[config.mk]
export PLATFORM = sky130hd
export DESIGN_NAME = phy_switch_top
export DESIGN_NICKNAME = d
export VERILOG_FILES = /design/src/source/phy_pkg.sv /design/src/source/phy_rx_port.sv /design/src/source/phy_select_arbiter.sv /design/src/source/phy_switch.sv /design/src/source/phy_switch_top.sv
export SDC_FILE = /design/constraint.sdc
export NUM_CORES = 1
export LEC_CHECK = 0
export BUFFER_PORTS_ARGS = -buffer_cell sky130_fd_sc_hd__buf_2
export CAP_MARGIN = 30
export CORE_AREA = 2 2 89 48
export CTS_CLUSTER_DIAMETER = 40
export DETAILED_ROUTE_END_ITERATION = 6
export DIE_AREA = 0 0 91 50
export GPL_ROUTABILITY_DRIVEN = 0
export MAX_ROUTING_LAYER = met4
export PLACE_DENSITY = 0.71
export SETUP_SLACK_MARGIN = 0.3
export SLEW_MARGIN = 5
export SYNTH_ARGS = -nofsm -noshare
export SYNTH_HDL_FRONTEND = slang
export SYNTH_SLANG_ARGS = --single-unit
[constraint.sdc]
create_clock -name rxclk -period 1.15 [get_ports rxclk]
set_input_delay 0.115 -clock rxclk [delete_from_list [all_inputs] [get_ports rxclk]]
set_output_delay 0.115 -clock rxclk [all_outputs]
set_load 0.05 [all_outputs]
[src/source/phy_pkg.sv]
package phy_pkg;

// ------------------------------
// GMII bus
// ------------------------------

localparam int gmii_width = 8;	// One byte per rxclk at gigabit rate

// ------------------------------
// Select synchronizer
// ------------------------------

localparam int sel_sync_stages = 2;	// Select comes from a switch or pin, not from rxclk

// ------------------------------
// Shared bus ownership
// ------------------------------

typedef enum logic
{
	arb_port0 = 1'b0,	// PHY0 drives the MAC receive bus and takes MAC transmit data
	arb_port1 = 1'b1	// Same for PHY1
} arb_state_t;

endpackage

[src/source/phy_rx_port.sv]
`timescale 1ns/10ps

module phy_rx_port
	import phy_pkg::*;
(
	input	logic				rxclk,
	input	logic				rst,

	input	logic	[gmii_width-1:0]	rxdat,
	input	logic				rxdv,
	input	logic				rxer,
	input	logic				crs,
	input	logic				col,

	output	logic	[gmii_width-1:0]	port_rxdat,
	output	logic				port_rxdv,
	output	logic				port_rxer,
	output	logic				port_crs,
	output	logic				port_col,
	output	logic				frame_active
);

// ------------------------------
// Input register
// ------------------------------

always_ff @(posedge rxclk)
begin
	port_rxdat <= rxdat;
end

always_ff @(posedge rxclk)
begin
	if (rst)
	begin
		port_rxdv <= 1'b0;
		port_rxer <= 1'b0;
		port_crs <= 1'b0;
		port_col <= 1'b0;
	end
	else
	begin
		port_rxdv <= rxdv;
		port_rxer <= rxer;
		port_crs <= crs;
		port_col <= col;
	end
end

assign frame_active = port_rxdv;	// A frame lasts exactly as long as the registered rxdv

// The PHY must come out of reset without flagging a receive error
rxer_low_at_reset_release: assert property (@(posedge rxclk) $fell(rst) |-> !rxer)
	else $error("phy_rx_port: rxer high at reset release");

endmodule

[src/source/phy_select_arbiter.sv]
`timescale 1ns/10ps

module phy_select_arbiter
	import phy_pkg::*;
(
	input	logic	rxclk,
	input	logic	rst,
	input	logic	select,
	input	logic	frame_active0,
	input	logic	frame_active1,
	input	logic	tx_busy,
	output	logic	grant
);

logic	[sel_sync_stages-1:0]	sel_meta;
logic				sel_sync;
logic				owner_active;
logic				switch_ok;
arb_state_t			state;

// ------------------------------
// Select synchronizer
// ------------------------------

always_ff @(posedge rxclk)
begin
	if (rst)
	begin
		sel_meta <= '0;
	end
	else
	begin
		sel_meta <= {sel_meta[sel_sync_stages-2:0], select};	// Shift in at the low end
	end
end

assign sel_sync = sel_meta[sel_sync_stages-1];

// ------------------------------
// Ownership FSM
// ------------------------------

assign owner_active = (state == arb_port1) ? frame_active1 : frame_active0;

// Hand over only in a gap on the owning port and with the MAC transmitter quiet
assign switch_ok = (sel_sync != grant) && !owner_active && !tx_busy;

always_ff @(posedge rxclk)
begin
	if (rst)
	begin
		state <= arb_port0;
	end
	else if (switch_ok)
	begin
		state <= (state == arb_port0) ? arb_port1 : arb_port0;
	end
end

assign grant = (state == arb_port1);

// A receive frame on the owning port is never cut by a handover
grant_held_in_rx_frame: assert property (@(posedge rxclk) disable iff (rst)
	owner_active |=> $stable(grant))
	else $error("phy_select_arbiter: grant moved during a receive frame");

// Same for a transmit frame coming from the MAC
grant_held_in_tx_frame: assert property (@(posedge rxclk) disable iff (rst)
	tx_busy |=> $stable(grant))
	else $error("phy_select_arbiter: grant moved during a transmit frame");

endmodule

[src/source/phy_switch.sv]
`timescale 1ns/10ps

module phy_switch
	import phy_pkg::*;
(
	input	logic				rxclk,
	input	logic				rst,
	input	logic				grant,

	input	logic	[gmii_width-1:0]	port0_rxdat,
	input	logic				port0_rxdv,
	input	logic				port0_rxer,
	input	logic				port0_crs,
	input	logic				port0_col,

	input	logic	[gmii_width-1:0]	port1_rxdat,
	input	logic				port1_rxdv,
	input	logic				port1_rxer,
	input	logic				port1_crs,
	input	logic				port1_col,

	input	logic	[gmii_width-1:0]	txdat,
	input	logic				txen,
	input	logic				txer,

	output	logic	[gmii_width-1:0]	rxdat,
	output	logic				rxdv,
	output	logic				rxer,
	output	logic				crs,
	output	logic				col,

	output	logic	[gmii_width-1:0]	phy0_txdat,
	output	logic				phy0_txen,
	output	logic				phy0_txer,
	output	logic	[gmii_width-1:0]	phy1_txdat,
	output	logic				phy1_txen,
	output	logic				phy1_txer,
	output	logic				tx_busy
);

// ------------------------------
// Receive stage
// ------------------------------

always_ff @(posedge rxclk)
begin
	if (rst)
	begin
		rxdat <= '0;
		rxdv <= 1'b0;
		rxer <= 1'b0;
		crs <= 1'b0;
		col <= 1'b0;
	end
	else
	begin
		rxdat <= grant ? port1_rxdat : port0_rxdat;
		rxdv <= grant ? port1_rxdv : port0_rxdv;
		rxer <= grant ? port1_rxer : port0_rxer;
		crs <= grant ? port1_crs : port0_crs;
		col <= grant ? port1_col : port0_col;
	end
end

// ------------------------------
// Transmit stage
// ------------------------------

always_ff @(posedge rxclk)
begin
	if (rst || grant)
	begin
		phy0_txdat <= '0;	// Idle PHY sees a quiet bus
		phy0_txen <= 1'b0;
		phy0_txer <= 1'b0;
	end
	else
	begin
		phy0_txdat <= txdat;
		phy0_txen <= txen;
		phy0_txer <= txer;
	end
end

always_ff @(posedge rxclk)
begin
	if (rst || !grant)
	begin
		phy1_txdat <= '0;
		phy1_txen <= 1'b0;
		phy1_txer <= 1'b0;
	end
	else
	begin
		phy1_txdat <= txdat;
		phy1_txen <= txen;
		phy1_txer <= txer;
	end
end

// Covers the byte being captured this edge as well as the one already on the PHY
assign tx_busy = txen | phy0_txen | phy1_txen;

// Relies on the arbiter holding grant over a whole transmit frame
idle_phy_txen_low: assert property (@(posedge rxclk) disable iff (rst)
	grant ? !phy0_txen : !phy1_txen)
	else $error("phy_switch: txen high on the PHY that is not granted");

endmodule

[src/source/phy_switch_top.sv]
`timescale 1ns/10ps

module phy_switch_top
	import phy_pkg::*;
(
	input	logic				rxclk,
	input	logic				rst,
	input	logic				select,

	input	logic	[gmii_width-1:0]	phy0_rxdat,
	input	logic				phy0_rxdv,
	input	logic				phy0_rxer,
	input	logic				phy0_crs,
	input	logic				phy0_col,
	output	logic	[gmii_width-1:0]	phy0_txdat,
	output	logic				phy0_txen,
	output	logic				phy0_txer,

	input	logic	[gmii_width-1:0]	phy1_rxdat,
	input	logic				phy1_rxdv,
	input	logic				phy1_rxer,
	input	logic				phy1_crs,
	input	logic				phy1_col,
	output	logic	[gmii_width-1:0]	phy1_txdat,
	output	logic				phy1_txen,
	output	logic				phy1_txer,

	output	logic	[gmii_width-1:0]	rxdat,
	output	logic				rxdv,
	output	logic				rxer,
	output	logic				crs,
	output	logic				col,
	input	logic	[gmii_width-1:0]	txdat,
	input	logic				txen,
	input	logic				txer
);

logic	[gmii_width-1:0]	port0_rxdat;
logic				port0_rxdv;
logic				port0_rxer;
logic				port0_crs;
logic				port0_col;
logic				frame_active0;

logic	[gmii_width-1:0]	port1_rxdat;
logic				port1_rxdv;
logic				port1_rxer;
logic				port1_crs;
logic				port1_col;
logic				frame_active1;

logic				grant;
logic				tx_busy;

// ------------------------------
// Receive ports
// ------------------------------

phy_rx_port rx_port0_i (
	.rxclk(rxclk), .rst(rst),
	.rxdat(phy0_rxdat), .rxdv(phy0_rxdv), .rxer(phy0_rxer), .crs(phy0_crs), .col(phy0_col),
	.port_rxdat(port0_rxdat), .port_rxdv(port0_rxdv), .port_rxer(port0_rxer),
	.port_crs(port0_crs), .port_col(port0_col), .frame_active(frame_active0)
);

phy_rx_port rx_port1_i (
	.rxclk(rxclk), .rst(rst),
	.rxdat(phy1_rxdat), .rxdv(phy1_rxdv), .rxer(phy1_rxer), .crs(phy1_crs), .col(phy1_col),
	.port_rxdat(port1_rxdat), .port_rxdv(port1_rxdv), .port_rxer(port1_rxer),
	.port_crs(port1_crs), .port_col(port1_col), .frame_active(frame_active1)
);

// ------------------------------
// Arbiter and steering
// ------------------------------

phy_select_arbiter arbiter_i (
	.rxclk(rxclk), .rst(rst), .select(select),
	.frame_active0(frame_active0), .frame_active1(frame_active1),
	.tx_busy(tx_busy), .grant(grant)
);

phy_switch switch_i (
	.rxclk(rxclk), .rst(rst), .grant(grant),
	.port0_rxdat(port0_rxdat), .port0_rxdv(port0_rxdv), .port0_rxer(port0_rxer),
	.port0_crs(port0_crs), .port0_col(port0_col),
	.port1_rxdat(port1_rxdat), .port1_rxdv(port1_rxdv), .port1_rxer(port1_rxer),
	.port1_crs(port1_crs), .port1_col(port1_col),
	.txdat(txdat), .txen(txen), .txer(txer),
	.rxdat(rxdat), .rxdv(rxdv), .rxer(rxer), .crs(crs), .col(col),
	.phy0_txdat(phy0_txdat), .phy0_txen(phy0_txen), .phy0_txer(phy0_txer),
	.phy1_txdat(phy1_txdat), .phy1_txen(phy1_txen), .phy1_txer(phy1_txer),
	.tx_busy(tx_busy)
);

endmodule

==> summary.md, run 1 <==
| Metric | Value |
|---|---|
| Relative slew margins | `76.7%` |
| Vias in the first global route | `1373` |
| DIE WIDTH | `91 um` |
| Total gr overflow | `0` |
| Sink Count | `59` |
| Site Rows | `16` |
| Max FO, Critical Path | `3` |
| Antenna violations before repair | `0` |
| Min Tclk post-route | `0.995 ns` |
| Input/output buffers | `68` |
| Reg-to-Reg End | `arbiter_i.grant$_SDFFE_PP0P_` |
| Data required time of the worst path | `1.35 ns` |
| Worst flop-to-flop path startpoint | `switch_i.phy1_txen$_SDFF_PP0_` |
| DR iter-0 viols | `64` |
| Area growth syn-to-layout | `84.8%` |
| Sequential share of the synthesized area | `71.8%` |
| Final period util | `86.5%` |
| Worst hold path class | `in2reg` |
| Die Y | `50 um` |
| Hold EP | `switch_i.phy0_txdat[0]$_SDFF_PP0_` |
| Largest net degree at the start of global routing | `17` |
| PnR worst setup slack | `0.155 ns` |
| DRC violations left | `0` |
| Hold path cells | `2` |
| Syn Inst Count | `123` |
| Critical path arrival | `1.19 ns` |
| Vias per inst | `4.52` |
| Final ANT Viol Nets | `0` |
| EDFF count, synth | `0` |
| First-pass GRT wire length | `6.80 mm` |
| Fin. Hold Viols | `0` |
| Root cell of the clock tree | `clkbuf_8` |
| Pre-CTS setup slack | `0.167 ns` |
| Area leader, netlist | `dfxtp_1` |
| Slew Limit Fails | `0` |
| Maximum clock frequency | `1010 MHz` |
| Mapped Area | `1650 um^2` |
| Slowest cell on crit path | `dfxtp_4` |
| Status | `complete, no violations` |
| Reg2Reg Setup Slack | `0.16 ns` |
| Util after Layout | `80.8%` |
| Routed wire length | `4.69 mm` |
| Layout cells sized above 1 | `56.8%` |
| TNS Setup | `0 ns` |
| Ys async rst share | `0%` |
| R2R cell count | `3` |
| Synth Net Count | `160` |
| Synth top area cells | `dfxtp_1, and2_1, mux2i_1` |
| Die area | `4550 um^2` |
| Wl on met1 | `1.89 mm` |
| Unrepaired setup endpoints after global routing | `yes` |
| Synth cell count leaders | `dfxtp_1, and2_1, mux2i_1, nor2_1, nor2b_1` |
| Final net count | `273` |
| CORE AREA | `3760 um^2` |
| DP HPWL | `2.20 mm` |
| Max IR drop VDD | `0.952 mV` |
| Max Cap Viol | `0` |
| PwrDens | `1660 nW/um^2` |
| Reg clk slew, reported paths | `0.07 ns` |
| Setup violations, final | `0` |
| Number of top-level pins | `69` |
| Worst Skew | `0.00523 ns` |
| H-tree Lvls | `3` |
| Crit. Startpoint | `switch_i.phy1_txen$_SDFF_PP0_` |
| Top Layer Used | `met4` |
| Flops & latches, synth | `59` |
| GRT Overall Usage | `21.3%` |
| Post-synth top flop | `dfxtp_1` |
| Antenna cells | `0` |
| Drt wl/cell | `15.9 um` |
| Wire length on met2 | `2.49 mm` |
| TritonCTS Buffers | `9` |
| Slew @ Worst Pin | `0.349 ns` |
| Crit-path cells | `buf_4 -> o41ai_2 -> a21oi_2` |
| Cell variety after synth | `14` |
| CP Class | `reg2reg` |
| Leakage | `1.33 nW` |
| DR WL met3 | `198 um` |
| CTS tree | `done` |
| First-pass DRT Iterations | `4` |
| Clock Tree Buf Depth | `2` |
| Slowest stage delay, CP | `0.37 ns` |
| Yosys top cell area share | `71.8%` |
| Synthesized area per cell | `13.4 um^2` |
| Hold Path Origin | `txdat[0]` |
| Vias | `1333` |
| Initial core utilization | `43.7%` |
| Most frequent cell after synthesis | `dfxtp_1` |
| Worst Setup Start Kind | `flip-flop` |
| Skew-Pair Late Insertion Delay | `0.32 ns` |
| Synthesis Warnings | `0` |
| CP Capture Type | `flip-flop` |
kinds of logic (layout without fill, tap and decap cells):
kind of cell | count (synthesis) | after routing | share of synthesized area (%)
multiplexers | 12 | 12 | 7.30
AO/OA/AOI/OAI | 3 | 3 | 1.37
buffers and inverters | 4 | 120 | 3.27
flip-flops | 59 | 59 | 71.8
AND/OR/NAND/NOR | 45 | 47 | 16.3
placed cells by master, fill, tap and decap left out, types with 2 or more instances in the layout:
cell type,count
buf_4,5
and2_1,18
dfxtp_2,30
and2_4,2
dfxtp_4,3
buf_2,36
mux2i_2,3
nor2_4,2
nor2b_1,7
bufinv_16,2
nor2b_4,2
mux2i_1,9
dfxtp_1,26
buf_8,25
clkbuf_8,12
buf_6,7
and2b_1,3
dlygate4sd3_1,29
nor2_1,12
where the power goes:
| group | switching, mW | total [mW] | internal (mW) |
|---|---|---|---|
| Combinational | 0.280 | 0.561 | 0.281 |
| Clock | 0.774 | 2.30 | 1.53 |
| Sequential | 0.0558 | 2.20 | 2.14 |
| Total | 1.11 | 5.06 | 3.95 |
registers in the layout (all words and copies together) (netlist names):
name                     cells
switch_i.crs                 1
switch_i.phy1_txer           1
rx_port1_i.port_rxer         1
rx_port0_i.frame_active      1
arbiter_i.sel_meta           2
rx_port0_i.port_rxdat        8
rx_port0_i.port_col          1
rx_port1_i.port_crs          1
switch_i.phy1_txdat          8
arbiter_i.grant              1
rx_port1_i.port_col          1
switch_i.phy0_txen           1
switch_i.col                 1
switch_i.phy1_txen           1
rx_port1_i.frame_active      1
switch_i.rxdv                1
switch_i.rxer                1
rx_port0_i.port_crs          1
switch_i.phy0_txdat          8
switch_i.phy0_txer           1
rx_port1_i.port_rxdat        8
switch_i.rxdat               8
rx_port0_i.port_rxer         1
timing repair:
item | CTS | global route
pin swaps | 1 | 5
hold buffers | 28 | 1
gates resized for setup | 114 | 16
setup buffers | 4 | 0
endpoints found under the setup margin | 54 | 65
cloned | 2 | 1
hold endpoints to repair | 34 | 1
through the flow:
step	area (um^2)	hold slack (ns)	power, mW	instances
3_5_place_dp	2050	0.219	2.57	243
4_1_cts	2960	0.00189	5.02	293
2_1_floorplan	1670	0.143	2.45	123
3_3_place_gp	2050	0.217	2.56	243
6_report	3040	0.0240	5.06	295
5_1_grt	3040	0.0174	5.21	295
critical path, delay by kind of cell, from the launching register on:
family	cells	cell delay (ns)
AO/OA/AOI/OAI	2	0.38
flip-flops	1	0.37
buffers and inverters	1	0.13
routing by layer:
metal,vias to the layer above,GRT usage [%]
met3,12,7.49
met5,-,-
li1,621,-
met4,0,8.59
met1,659,22.4
met2,41,37.2
final cells by class:
class / instances / area [um^2]
clock inverters: 3 / 65.1
fillers: 210 / 723
well taps: 54 / 67.6
flip-flops and latches: 59 / 1230
multi-input cells: 62 / 478
repair buffers: 104 / 1010
clock buffers: 13 / 190
worst max path at each step:
stage | end | cells past startpoint
after detailed placement | switch_i.rxdat[5]$_SDFF_PP0_ | 3
after floorplan | arbiter_i.grant$_SDFFE_PP0P_ | 2
final | arbiter_i.grant$_SDFFE_PP0P_ | 3
after global routing | arbiter_i.grant$_SDFFE_PP0P_ | 3
after CTS | phy0_txen | 1
after global placement | switch_i.rxdat[2]$_SDFF_PP0_ | 3
No activity file was read; power rests on OpenSTA's default activity.
==> run 2, diff against run 1 <==
- PLACE_DENSITY: 0.71 -> 0.84
==> run 2 against run 1 <==
Compared with the run above:
- critical path type unchanged
- critical path depth is the same
- highest routed layer unchanged
- utilization decreased by 2.7 points
- total power down 11%
- combinational power decreased by 0.9%
- register-to-register slack lost 0.03 ns
- hold slack worse by 0.021 ns
- clock-buffer cell count grew 2
==> summary.md, run 2 (same netlist as run 1, synthesis figures left out) <==
| Metric | Value |
|---|---|
| Status | `complete, no violations` |
| Filler Cells Inserted | `217 (+3.3%)` |
| Most frequent cells in the layout | `buf_2, dfxtp_2, dlygate4sd3_1` |
| Most common cell after layout, fill and taps aside | `buf_2` |
| Data required time of the worst path | `1.40 ns (+0.05 ns)` |
| Die Y | `50 um (unchanged)` |
| Worst Skew | `0.0107 ns (+0.00549 ns)` |
| First-pass GRT wire length | `7.17 mm (+5.4%)` |
| Final net count | `272 (-0.37%)` |
| R2R cell count | `3 (unchanged)` |
| Util after Layout | `78.1% (-2.7 points)` |
| CP Class | `reg2reg` |
| Root cell of the clock tree | `clkbuf_8` |
| Input/output buffers | `68 (unchanged)` |
| Maximum clock frequency | `979 MHz (-2.6%)` |
| Clock Tree Buf Depth | `2 (unchanged)` |
| Vias per inst | `4.43 (-2.1%)` |
| GRT Overall Usage | `22.5% (+1.2 points)` |
| DR iter-0 viols | `61 (-4.7%)` |
| Post-DP Area | `2050 um^2 (unchanged)` |
| Slew @ Worst Pin | `0.421 ns (+0.0718 ns)` |
| Crit-path cells | `nor4_2 -> o21ai_1 -> a21oi_2` |
| Initial core utilization | `43.7% (unchanged)` |
| Max FO, Critical Path | `2 (-1)` |
| Final ANT Viol Nets | `0 (unchanged)` |
| Routed wire length | `5.00 mm (+6.6%)` |
| Unrepaired setup endpoints after global routing | `yes` |
| DRC violations left | `0 (unchanged)` |
| Vias in the first global route | `1412 (+2.8%)` |
| Antenna cells | `0 (unchanged)` |
| Hold path cells | `2 (unchanged)` |
| Site Rows | `16 (unchanged)` |
| Skew-Pair Late Insertion Delay | `0.33 ns (about the same)` |
| Min Tclk post-route | `1.02 ns (+0.0265 ns)` |
| Sink Count | `59 (unchanged)` |
| DIE WIDTH | `91 um (unchanged)` |
| Antenna violations before repair | `0 (unchanged)` |
| Pre-CTS setup slack | `0.181 ns (+0.0147 ns)` |
| DP HPWL | `2.19 mm (-0.35%)` |
| Area growth syn-to-layout | `78.6%` |
| H-tree Lvls | `3 (unchanged)` |
| Multi-input gate area | `465 um^2 (-2.6%)` |
| Fin. Hold Viols | `0 (unchanged)` |
| Total gr overflow | `0 (unchanged)` |
| Leakage | `1.29 nW (-3.3%)` |
| Seq. cell area | `1230 um^2 (unchanged)` |
| Number of top-level pins | `69 (unchanged)` |
| PnR worst setup slack | `0.129 ns (-0.0265 ns)` |
| TritonCTS Buffers | `9 (unchanged)` |
| CTS tree | `done` |
| Post-route cell area | `2940 um^2 (-3.3%)` |
| Reg clk slew, reported paths | `0.07 ns (about the same)` |
| TNS Setup | `0 ns (unchanged)` |
| Setup violations, final | `0 (unchanged)` |
| CORE AREA | `3760 um^2 (unchanged)` |
| Final period util | `88.8% (+2.3 points)` |
| Relative slew margins | `71.9% (-4.8 points)` |
| Worst Setup Start Kind | `flip-flop` |
| Max IR drop VDD | `0.842 mV (-12%)` |
| PwrDens | `1540 nW/um^2 (-7.5%)` |
| Layout cells sized above 1 | `55.8% (-1.0 points)` |
| Slew Limit Fails | `0 (unchanged)` |
| First-pass DRT Iterations | `4 (unchanged)` |
| Critical path arrival | `1.27 ns (+0.08 ns)` |
| Max Cap Viol | `0 (unchanged)` |
| Vias | `1301 (-2.4%)` |
| Drt wl/cell | `17.0 um (+6.9%)` |
| Die area | `4550 um^2 (unchanged)` |
| CP Capture Type | `flip-flop` |
| Slowest stage delay, CP | `0.32 ns (-0.05 ns)` |
| Worst hold path class | `in2reg` |
| Slowest cell on crit path | `dfxtp_1` |
| Largest net degree at the start of global routing | `18 (+1)` |
==> run 2: routing by layer <==
layer	GRT usage, %	wire length (um)	share of wire [%]
met3	6.73	187	3.7
met5	-	0	0
met2	37.8	2640	53
met4	10.4	76	1.5
met1	25.2	2100	42
==> run 2: worst paths after layout <==
| path | startpoint | end | slack (ns) |
|---|---|---|---|
| min | phy0_col | rx_port0_i.port_col$_SDFF_PP0_ | 0.003 |
| min reg2reg | arbiter_i.sel_meta[0]$_SDFF_PP0_ | arbiter_i.sel_meta[1]$_SDFF_PP0_ | 0.47 |
| max | rx_port0_i.frame_active$_SDFF_PP0_ | arbiter_i.grant$_SDFFE_PP0P_ | 0.13 |
| max reg2reg | rx_port0_i.frame_active$_SDFF_PP0_ | arbiter_i.grant$_SDFFE_PP0P_ | 0.13 |
==> run 2: stage by stage <==
step | hold WS (ns) | power (mW) | cells
2_1_floorplan | 0.143 | 2.45 | 123
3_3_place_gp | 0.217 | 2.56 | 243
3_5_place_dp | 0.219 | 2.57 | 243
4_1_cts | 0.00533 | 4.45 | 291
5_1_grt | 0.0241 | 4.68 | 294
6_report | 0.00297 | 4.53 | 294
==> run 2: power by group <==
| part | internal [mW] | leakage, nW | total [mW] | switching, mW |
|---|---|---|---|---|
| sequential | 2.14 | 0.503 | 2.20 | 0.0523 |
| combinational | 0.272 | 0.683 | 0.556 | 0.284 |
| clock | 1.02 | 0.0997 | 1.77 | 0.758 |
==> run 2: timing repair <==
item,CTS,global route
resized for setup,111,11
setup buffers,2,2
hold buffers,29,0
endpoints found under the setup margin,53,65
cloned,1,1
pin swaps,1,3
endpoints found under the hold margin,30,0
==> run 2: critical path, delay by kind of cell, from the launching register on <==
| kind | cells | cell delay [ns] |
|---|---|---|
| DFF | 1 | 0.32 |
| and+or+nand+nor | 1 | 0.32 |
| AOI/OAI and AO/OA | 2 | 0.31 |
==> run 2: final cells by class <==
| cell class | instances | area share (%) |
|---|---|---|
| Sequential cell | 59 | 41.8 |
| Timing Repair Buffer | 104 | 33.5 |
| Multi-Input combinational cell | 61 | 15.8 |
| Clock buffer | 15 | 6.34 |
| Tap cell | 54 | 2.30 |
| Clock inverter | 1 | 0.170 |
